[src/hw/core_pkg.sv]
package core_pkg;

    typedef logic [31:0] word_t;
    typedef logic [31:0] addr_t;
    typedef logic [4:0]  regid_t;

    // opcodes use the MIPS encoding.
    localparam logic [5:0] OP_RTYPE = 6'h00;
    localparam logic [5:0] OP_ADDI  = 6'h08;
    localparam logic [5:0] OP_ANDI  = 6'h0c;
    localparam logic [5:0] OP_ORI   = 6'h0d;
    localparam logic [5:0] OP_XORI  = 6'h0e;
    localparam logic [5:0] OP_LUI   = 6'h0f;

    // funct codes for R-type.
    localparam logic [5:0] FN_SLL = 6'h00;
    localparam logic [5:0] FN_SRL = 6'h02;
    localparam logic [5:0] FN_ADD = 6'h20;
    localparam logic [5:0] FN_SUB = 6'h22;
    localparam logic [5:0] FN_AND = 6'h24;
    localparam logic [5:0] FN_OR  = 6'h25;
    localparam logic [5:0] FN_XOR = 6'h26;
    localparam logic [5:0] FN_SLT = 6'h2a;

    typedef struct packed {
        logic [5:0] opcode;
        regid_t     rs;
        regid_t     rt;
        regid_t     rd;
        logic [4:0] shamt;
        logic [5:0] funct;
    } instr_r_t;

    typedef struct packed {
        logic [5:0]  opcode;
        regid_t      rs;
        regid_t      rt;
        logic [15:0] imm;
    } instr_i_t;

    typedef union packed {
        instr_r_t r;
        instr_i_t i;
    } instr_t;

    typedef enum logic [3:0] {
        ALU_ADD,
        ALU_SUB,
        ALU_AND,
        ALU_OR,
        ALU_XOR,
        ALU_SLT,
        ALU_SLL,
        ALU_SRL,
        ALU_LUI,
        ALU_NOP
    } alu_op_t;

    typedef struct packed {
        regid_t      src1;
        regid_t      src2;
        regid_t      dst;
        alu_op_t     op;
        logic        use_imm;
        logic        zero_ext;
        logic [15:0] imm;
        logic [4:0]  shamt;
        logic        wen;
    } decode_t;

    typedef struct packed {
        addr_t  pc;
        instr_t instr;
        logic   valid;
    } issue_lane_t;

    typedef struct packed {
        issue_lane_t lane1;
        issue_lane_t lane2;
    } issue_pkt_t;

    typedef struct packed {
        addr_t  pc;
        regid_t dst;
        logic   wen;
        word_t  value;
    } lane_result_t;

    typedef struct packed {
        addr_t  pc;
        logic   rf_wen;
        regid_t rf_wnum;
        word_t  rf_wdata;
    } debug_wb_t;

endpackage

[src/hw/alu.sv]
`timescale 1ns/1ps

module alu import core_pkg::*; (
    input  decode_t      dec,
    input  word_t        opa,
    input  word_t        opb,
    input  addr_t        pc,
    output lane_result_t res
);

    word_t imm_ext;
    word_t b;

    assign imm_ext = dec.zero_ext ? {16'h0000, dec.imm} : {{16{dec.imm[15]}}, dec.imm};
    assign b       = dec.use_imm ? imm_ext : opb;

    always_comb begin
        res.pc  = pc;
        res.dst = dec.dst;
        res.wen = dec.wen;
        case (dec.op)
            ALU_ADD: res.value = opa + b;
            ALU_SUB: res.value = opa - b;
            ALU_AND: res.value = opa & b;
            ALU_OR:  res.value = opa | b;
            ALU_XOR: res.value = opa ^ b;
            ALU_SLT: res.value = {31'h0, $signed(opa) < $signed(b)};
            ALU_SLL: res.value = b << dec.shamt; // shifts act on rt.
            ALU_SRL: res.value = b >> dec.shamt;
            ALU_LUI: res.value = {dec.imm, 16'h0000};
            default: res.value = '0;
        endcase
    end

endmodule

[src/hw/commit.sv]
`timescale 1ns/1ps

module commit import core_pkg::*; (
    input  lane_result_t r1,
    input  lane_result_t r2,
    input  logic         fire,
    output logic         we1,
    output logic         we2,
    output regid_t       wa1,
    output regid_t       wa2,
    output word_t        wd1,
    output word_t        wd2,
    output debug_wb_t    dbg_wb1,
    output debug_wb_t    dbg_wb2
);

    logic shadowed;

    assign we1 = fire & r1.wen;
    assign we2 = fire & r2.wen;
    assign wa1 = r1.dst;
    assign wa2 = r2.dst;
    assign wd1 = r1.value;
    assign wd2 = r2.value;

    // lane 1's write is lost when lane 2 targets the same register.
    assign shadowed = we2 && (r2.dst == r1.dst);

    always_comb begin
        dbg_wb1.pc       = r1.pc;
        dbg_wb1.rf_wen   = we1 & ~shadowed;
        dbg_wb1.rf_wnum  = r1.dst;
        dbg_wb1.rf_wdata = r1.value;
        dbg_wb2.pc       = r2.pc;
        dbg_wb2.rf_wen   = we2;
        dbg_wb2.rf_wnum  = r2.dst;
        dbg_wb2.rf_wdata = r2.value;
    end

endmodule

[src/hw/dual_exec_core.sv]
`timescale 1ns/1ps

module dual_exec_core import core_pkg::*; (
    input  logic       clk,
    input  logic       resetn,
    input  logic       req,
    input  issue_pkt_t pkt,
    output logic       ack,
    output debug_wb_t  dbg_wb1,
    output debug_wb_t  dbg_wb2
);

    typedef enum logic [2:0] {
        S_IDLE,
        S_DECODE,
        S_EXEC,
        S_COMMIT,
        S_WAIT_REL
    } state_t;

    state_t       state;
    issue_pkt_t   pkt_q;
    decode_t      dec1, dec2;
    decode_t      dec1_q, dec2_q;
    word_t        rd1, rd2, rd3, rd4;
    word_t        opa1_q, opb1_q, opa2_q, opb2_q;
    addr_t        pc1_q, pc2_q;
    lane_result_t res1, res2;
    lane_result_t res1_q, res2_q;
    logic         fire;
    logic         we1, we2;
    regid_t       wa1, wa2;
    word_t        wd1, wd2;
    debug_wb_t    wb1, wb2;

    instr_decode u_dec1 (.instr(pkt_q.lane1.instr), .dec(dec1));
    instr_decode u_dec2 (.instr(pkt_q.lane2.instr), .dec(dec2));

    regfile u_rf (
        .clk(clk), .resetn(resetn),
        .ra1(dec1.src1), .ra2(dec1.src2), .ra3(dec2.src1), .ra4(dec2.src2),
        .rd1(rd1), .rd2(rd2), .rd3(rd3), .rd4(rd4),
        .we1(we1), .we2(we2), .wa1(wa1), .wa2(wa2), .wd1(wd1), .wd2(wd2)
    );

    alu u_alu1 (.dec(dec1_q), .opa(opa1_q), .opb(opb1_q), .pc(pc1_q), .res(res1));
    alu u_alu2 (.dec(dec2_q), .opa(opa2_q), .opb(opb2_q), .pc(pc2_q), .res(res2));

    assign fire = (state == S_COMMIT); // one write slot per packet.

    commit u_commit (
        .r1(res1_q), .r2(res2_q), .fire(fire),
        .we1(we1), .we2(we2), .wa1(wa1), .wa2(wa2), .wd1(wd1), .wd2(wd2),
        .dbg_wb1(wb1), .dbg_wb2(wb2)
    );

    // handshake FSM and debug records.
    always_ff @(posedge clk) begin
        if (resetn) begin
            state   <= S_IDLE;
            ack     <= 1'b0;
            dbg_wb1 <= '0;
            dbg_wb2 <= '0;
        end else begin
            case (state)
                S_IDLE: begin
                    if (req && !ack) begin
                        state <= S_DECODE;
                    end
                end
                S_DECODE: state <= S_EXEC;
                S_EXEC:   state <= S_COMMIT;
                S_COMMIT: begin
                    state   <= S_WAIT_REL;
                    ack     <= 1'b1; // rises with the regfile write.
                    dbg_wb1 <= wb1;
                    dbg_wb2 <= wb2;
                end
                S_WAIT_REL: begin
                    if (!req) begin
                        state <= S_IDLE;
                        ack   <= 1'b0;
                    end
                end
                default: state <= S_IDLE;
            endcase
        end
    end

    // pipeline payload.
    always_ff @(posedge clk) begin
        if (state == S_IDLE && req && !ack) begin
            pkt_q <= pkt;
        end
        if (state == S_DECODE) begin
            dec1_q     <= dec1;
            dec1_q.wen <= dec1.wen & pkt_q.lane1.valid; // invalid lanes write nothing.
            dec2_q     <= dec2;
            dec2_q.wen <= dec2.wen & pkt_q.lane2.valid;
            opa1_q     <= rd1;
            opb1_q     <= rd2;
            opa2_q     <= rd3;
            opb2_q     <= rd4;
            pc1_q      <= pkt_q.lane1.pc;
            pc2_q      <= pkt_q.lane2.pc;
        end
        if (state == S_EXEC) begin
            res1_q <= res1;
            res2_q <= res2;
        end
    end

endmodule

[src/hw/instr_decode.sv]
`timescale 1ns/1ps

module instr_decode import core_pkg::*; (
    input  instr_t  instr,
    output decode_t dec
);

    logic known;

    always_comb begin
        dec       = '0;
        known     = 1'b1;
        dec.src1  = instr.r.rs;
        dec.src2  = instr.r.rt;
        dec.imm   = instr.i.imm;
        dec.shamt = instr.r.shamt;
        dec.op    = ALU_NOP;
        if (instr.r.opcode == OP_RTYPE) begin
            dec.dst = instr.r.rd;
            case (instr.r.funct)
                FN_ADD:  dec.op = ALU_ADD;
                FN_SUB:  dec.op = ALU_SUB;
                FN_AND:  dec.op = ALU_AND;
                FN_OR:   dec.op = ALU_OR;
                FN_XOR:  dec.op = ALU_XOR;
                FN_SLT:  dec.op = ALU_SLT;
                FN_SLL:  dec.op = ALU_SLL;
                FN_SRL:  dec.op = ALU_SRL;
                default: known = 1'b0;
            endcase
        end else begin
            dec.dst     = instr.i.rt; // I-type writes rt.
            dec.use_imm = 1'b1;
            case (instr.i.opcode)
                OP_ADDI: dec.op = ALU_ADD;
                OP_ANDI: begin
                    dec.op       = ALU_AND;
                    dec.zero_ext = 1'b1; // logical immediates are zero extended.
                end
                OP_ORI: begin
                    dec.op       = ALU_OR;
                    dec.zero_ext = 1'b1;
                end
                OP_XORI: begin
                    dec.op       = ALU_XOR;
                    dec.zero_ext = 1'b1;
                end
                OP_LUI:  dec.op = ALU_LUI;
                default: known = 1'b0;
            endcase
        end
        dec.wen = known && (dec.dst != '0); // r0 is never written.
    end

endmodule

[src/hw/regfile.sv]
`timescale 1ns/1ps

module regfile import core_pkg::*; (
    input  logic   clk,
    input  logic   resetn,
    input  regid_t ra1,
    input  regid_t ra2,
    input  regid_t ra3,
    input  regid_t ra4,
    output word_t  rd1,
    output word_t  rd2,
    output word_t  rd3,
    output word_t  rd4,
    input  logic   we1,
    input  logic   we2,
    input  regid_t wa1,
    input  regid_t wa2,
    input  word_t  wd1,
    input  word_t  wd2
);

    word_t regs [31:1];

    always_ff @(posedge clk) begin
        if (resetn) begin
            for (int i = 1; i < 32; i++) begin
                regs[i] <= '0;
            end
        end else begin
            if (we1 && wa1 != '0) begin
                regs[wa1] <= wd1;
            end
            if (we2 && wa2 != '0) begin
                regs[wa2] <= wd2; // last assignment wins, so port 2 has priority.
            end
        end
    end

    // reads see the state before this cycle's writes.
    assign rd1 = (ra1 == '0) ? '0 : regs[ra1];
    assign rd2 = (ra2 == '0) ? '0 : regs[ra2];
    assign rd3 = (ra3 == '0) ? '0 : regs[ra3];
    assign rd4 = (ra4 == '0) ? '0 : regs[ra4];

endmodule

[config.mk]
export PLATFORM = sky130hd
export DESIGN_NAME = dual_exec_core
export DESIGN_NICKNAME = d
export VERILOG_FILES = /design/src/hw/core_pkg.sv /design/src/hw/alu.sv /design/src/hw/commit.sv /design/src/hw/dual_exec_core.sv /design/src/hw/instr_decode.sv /design/src/hw/regfile.sv
export SDC_FILE = /design/constraint.sdc
export NUM_CORES = 2
export LEC_CHECK = 0
export BUFFER_PORTS_ARGS = -buffer_cell sky130_fd_sc_hd__buf_2
export CAP_MARGIN = 20
export CORE_AREA = 2 2 638 513
export CTS_CLUSTER_SIZE = 14
export DETAILED_ROUTE_END_ITERATION = 12
export DIE_AREA = 0 0 640 515
export GPL_ROUTABILITY_DRIVEN = 0
export GPL_TIMING_DRIVEN = 0
export PLACE_DENSITY = 0.53
export SLEW_MARGIN = 20
export SYNTH_ARGS = -nofsm -noshare
export SYNTH_HDL_FRONTEND = slang
export SYNTH_SLANG_ARGS = --single-unit
export TNS_END_PERCENT = 20
[constraint.sdc]
create_clock -name clk -period 49.7 [get_ports clk]
set_input_delay 9.94 -clock clk [delete_from_list [all_inputs] [get_ports clk]]
set_output_delay 9.94 -clock clk [all_outputs]
set_load 0.03 [all_outputs]
### Word-level counts from Yosys, hierarchy flattened

Memory sizes are Yosys's and may differ from the RTL's. A register that Yosys moved wholly into a read port is not among the register bits.
Cells that the tools add are included.
W data, S select, Z words.

* register bits: 544
* output and inout bits: 141
* input bits: 133
* logic and storage cells: 186
* memories: 1
* RAM bits: 992

* eq/ne operators: 47
* bitwise logic cells: 12
* shift operators: 4
* $lt $le $gt $ge: 2
* muxes and demuxes: 41
* add/sub/neg operators: 4
* reductions and logical operators: 35

Memory list
* u_rf.regs: depth 31, width 32, rd ports 4, clocked after Yosys merged registers in 4, write ports 31, RTL line regfile.sv:22 `word_t regs [31:1];`

Operator list (count)
* $pmux W32 S9: 2
* $mux W32: 6
* $eq A6 B6 Y1 const B: 12
* $add A32 B32 Y32: 2
* $and A32 B32 Y32: 2
* $lt A32 B32 Y1: 2
* $or A32 B32 Y32: 2
* $pmux W4 S8: 2
* $reduce_or A32 Y1: 2
* $shl A32 B5 Y32: 2
* $shr A32 B5 Y32: 2
* $sub A32 B32 Y32: 2
* $xor A32 B32 Y32: 2
* $eq A6 B4 Y1 const B: 10
* $pmux W4 S5: 2
* $eq A4 B3 Y1 const B: 8
* $logic_not A6 Y1: 4
* $logic_not A5 Y1: 4
* $reduce_bool A5 Y1: 4
* $mux W1: 19
* $mux W9: 2
* $eq A4 B2 Y1 const B: 4
* $reduce_or A8 Y1: 2
* $pmux W3 S5: 1
* 22 further kinds: 45

### Longest topological paths before layout

* depth in word-level cells: 8
* depth in mapped cells: 20
* depth with buffers taken out: 14

### By module

A second synthesis with hierarchy kept.

* cell total of the unflattened synthesis: 9701
* area total of the unflattened synthesis: 119440.8 µm²

By module, submodules not included
* regfile: times used 1, seq. area each 30749.5 µm², area each 74784.2 µm², cells an instance 5260
* dual_exec_core: times used 1, seq. area each 19338.5 µm², area each 22900.7 µm², cells an instance 1180
* alu (u_alu2): times used 1, seq. area each 0.0 µm², area each 9696.8 µm², cells an instance 1464
* alu (u_alu1): times used 1, seq. area each 0.0 µm², area each 9256.4 µm², cells an instance 1420
* commit: times used 1, seq. area each 0.0 µm², area each 1669.1 µm², cells an instance 223
* instr_decode (u_dec1): times used 1, seq. area each 0.0 µm², area each 573.0 µm², cells an instance 77
* instr_decode (u_dec2): times used 1, seq. area each 0.0 µm², area each 560.5 µm², cells an instance 77

### Least setup slack after synthesis

Ideal clock, no wire load.

* path type: input-to-reg
* start: in req
* end: reg pkt_q[0] (netlist bit), enable pin
* data arrival time: 22.193 ns
* setup slack: 26.569 ns
* setup time: 0.938 ns
* buffers on the path: 0
* stages on the path: 2
* data required time: 48.762 ns
* path through: nand2_1 > nor4_1

* cells in the longest elaborated chain, start to end: 2

Ends and longest elaborated chain
* from (decl): RTL line dual_exec_core.sv:6 `input logic req,`
* $logic_and A1 B1 Y1 (2 in series): RTL line dual_exec_core.sv:92 `if (state == S_IDLE && req && !ack) begin`
* to (signal assigned): RTL line dual_exec_core.sv:93 `pkt_q <= pkt;`
* to (decl): RTL line dual_exec_core.sv:22 `issue_pkt_t pkt_q;`

No other way between the ends.
A chain may end at the register's enable or synchronous reset.

==> flow_summary.toml <==
[outcome]
status = "complete, but fails checks"
violations = "DRC"

[routing]
dr.max_layer_used = "met5"
routed-wl-met2_um = 219000
ant_nets = 0
dr_wl_met3_um = 110000
drcViolationCount = 29
finalWirelength_um = 567000
drt-wirelength-per-cell_um = 41.6
via_count = 96674
drt-pass1-iter-count = 13
via_per_inst = 7.09
met1_length_um = 194000
drt-initial-drc-count = 18161

[die]
die_area_mm2 = 0.330
start_util = 0.349
die_h_um = 515
coreArea_mm2 = 0.323
rows = 187
io_pins = 274
die-width_um = 640

[synthesis]
ys_ff_latch = 1686
syn-instance-count = 8454
async_flop_share = 0
netlist_area_mm2 = 0.113
ys.flop_type = "edfxtp_1"
syn_avg_cell_area_um2 = 13.4
synth_edf_count = 1542
ys_warn_count = 0
seq_area_frac_synth = 0.436
synth_cell_type_count = 95

[power_and_ir_drop]
p_leak_nw = 44.9
power_density_mw_per_mm2 = 35.3
peakVddDrop_uv = 33.9

[setup_path]
critPathSlowestCell = "nor2_1"
crit_chain = "clkbuf_1 > nand3b_1 > nor3_1 > nand2_1 > nor2_1 > nor3_2 > buf_4 > clkbuf_1 > a22o_1"
critPathRequiredTime_ns = 50.38
arrival_ns = 14.11
crit_top_cell = "clkbuf_1"
critical_path_class = "in2reg"
slowest_delay_ns = 1.17
cp_max_fo = 10
crit_path_end_kind = "flop"
start_kind = "input pin"

[sta]
rsz0062_at_grt = "false"
clock-skew-final_ns = 0.126
finalSetupViolations = 0
finalCritPeriodShare = 0.270
timing.final.ws_setup_ns = 36.27
period_needed_ns = 13.43
worstMarginPinSlew_ns = 1.44
fmax_mhz = 74.4
fin_setup_tns_ns = 0
hold_viol = 0
slew_headroom = 0.0395
slew_viol_final = 0

[clocking]
ctsHoldBuffers = 0
path_clk_slew_ns = 0.08
cts_resized = 0
worstSkewPairLatency_ns = 0.94
cts_setup_buffers = 0
htreeDepth = 4
cts_tree = "yes"
root_buffer = "clkbuf_16"
cts_buffers = 195
clk_path_buf_depth = 4
cts.sinks = 1686

[placement]
dp_hpwl_um = 440000
dp_slack_ns = 35.82
port_buffers = 272
place_area_mm2 = 0.122
dp.cells = 13241

[grt]
grt_pass1_vias = 89991
antenna_found_initial = 63
gr-total-overflow = 0
grt_pass1_wl_um = 752000
grt_usage = 0.332
grt_max_degree = 33

[layout]
drive_gt1_frac = 0.262
stdcell_area_mm2 = 0.129
fin_cells = 13642
final_nets = 9424
area_delta_synth_final_pct = 14.0
fillers = 30249
fin_util = 0.398

[worst_hold_path]
holdCritPathClass = "reg2reg"

[job]
maxCapViolCount = 0
## state kept, by name, summed over array words and instances (netlist names)
| register | count |
|---|---|
| opa2_q | 32 |
| res2_q | 70 |
| res1_q | 70 |
| pc2_q | 32 |
| dbg_wb1 | 70 |
| u_rf.regs | 1024 |
| opa1_q | 32 |
| pkt_q | 130 |
| dec2_q | 28 |
| pc1_q | 32 |
| opb2_q | 32 |
| dec1_q | 28 |
| dbg_wb2 | 70 |
| ack | 1 |
| state | 3 |
| opb1_q | 32 |
## layout make-up
class | instances | area [um2] | share of cell area
plain buffers | 1053 | 4220 | 0.0328
inverters | 207 | 777 | 0.00604
clock buffers | 231 | 5210 | 0.0405
repair buffers | 413 | 3040 | 0.0236
multi-input cells | 5539 | 59300 | 0.461
diodes | 43 | 108 | 0.000836
clock inverters | 123 | 1360 | 0.0106
well taps | 4347 | 5440 | 0.0423
flip-flops and latches | 1686 | 49200 | 0.382
## cells in the mapped netlist (17+ instances only)
library cell / instances / share of area
a211o_1: 31 / 0.0024
a211oi_1: 46 / 0.0031
a21o_1: 45 / 0.0030
a21oi_1: 401 / 0.018
a221o_1: 30 / 0.0027
a221oi_1: 39 / 0.0030
a22o_1: 995 / 0.077
a22oi_1: 28 / 0.0019
a31oi_1: 26 / 0.0014
and2_1: 27 / 0.0015
buf_1: 157 / 0.0052
buf_2: 51 / 0.0023
clkbuf_1: 839 / 0.028
dfxtp_1: 144 / 0.026
edfxtp_1: 1542 / 0.41
ha_1: 192 / 0.021
inv_1: 196 / 0.0065
mux2_2: 57 / 0.0057
mux2i_1: 251 / 0.022
mux4_2: 1324 / 0.26
nand2_1: 537 / 0.018
nand2b_1: 43 / 0.0024
nand3_1: 60 / 0.0027
nand4_1: 17 / 0.00094
nor2_1: 482 / 0.016
nor2b_1: 40 / 0.0022
nor3_1: 105 / 0.0047
nor4_1: 18 / 0.0010
o211ai_1: 54 / 0.0036
o21ai_0: 212 / 0.0094
o21bai_1: 25 / 0.0017
o221ai_1: 30 / 0.0023
o22ai_1: 45 / 0.0025
o31ai_1: 25 / 0.0017
or3_1: 39 / 0.0022
## power breakdown
part	internal, mW	total, mW	switching [mW]
logic	0.420	1.26	0.836
clock network	0.885	1.54	0.659
registers	1.65	1.74	0.0968
## critical path: cells and delay by family
family | cells | cell delay [ns]
simple gates | 5 | 2.86
compound gates | 1 | 0.31
buf+inv | 3 | 0.95
## per-stage QoR
stage	total power, mW	hold WS, ns
floorplan	2.41	0.400
global placement	2.93	0.401
detailed placement	2.92	0.405
CTS	4.44	0.415
global route	4.59	0.422
finish	4.54	0.414
## layer usage
layer,vias up,global-route usage
li1,36010,-
met1,48771,0.395
met2,9779,0.443
met3,2037,0.219
met4,77,0.176
met5,-,0.0845
## cell families (layout without fill, tap and decap cells)
kind of cell,count (synthesis),after routing,share of synthesized area
AOI/OAI and AO/OA,2195,2195,0.147
xor gates and xnor gates,24,24,0.00186
adders and majority gates,197,197,0.0221
buffers and inverters,1260,2027,0.0428
DFF,1686,1686,0.436
muxes,1642,1642,0.294
other,1,75,0.0000332
and+or+nand+nor,1449,1449,0.0568
## placed cells by master (no fill, tap or decap), drive strengths merged, types with 26 or more instances in the layout
master	instances
o221ai	30
a221o	30
a221oi	40
mux2	57
conb	32
nor3	105
inv	219
or3	39
o211ai	54
edfxtp	1542
and2	27
a22oi	28
nand2b	43
ha	192
o21ai	214
nand2	537
a21oi	401
buf	614
clkbuf	1083
diode	43
mux4	1328
nor2	484
a31oi	26
o22ai	45
a21o	45
bufinv	26
mux2i	257
nor2b	40
dfxtp	144
a22o	995
nand3	60
a211oi	46
a211o	31
clkinv	68
## final timing paths
check | startpoint | endpoint | slack, ns | depth (start not counted)
worst min-delay path | pkt_q[68] | dec1_q[8] | 0.41 | 0
worst max register to register | dec2_q[23] | res2_q[26] | 43.25 | 20
worst min register to register | pkt_q[68] | dec1_q[8] | 0.41 | 0
worst max-delay path | resetn | u_rf.regs[8][27] | 36.27 | 9
(Power assumes the default switching activity.)
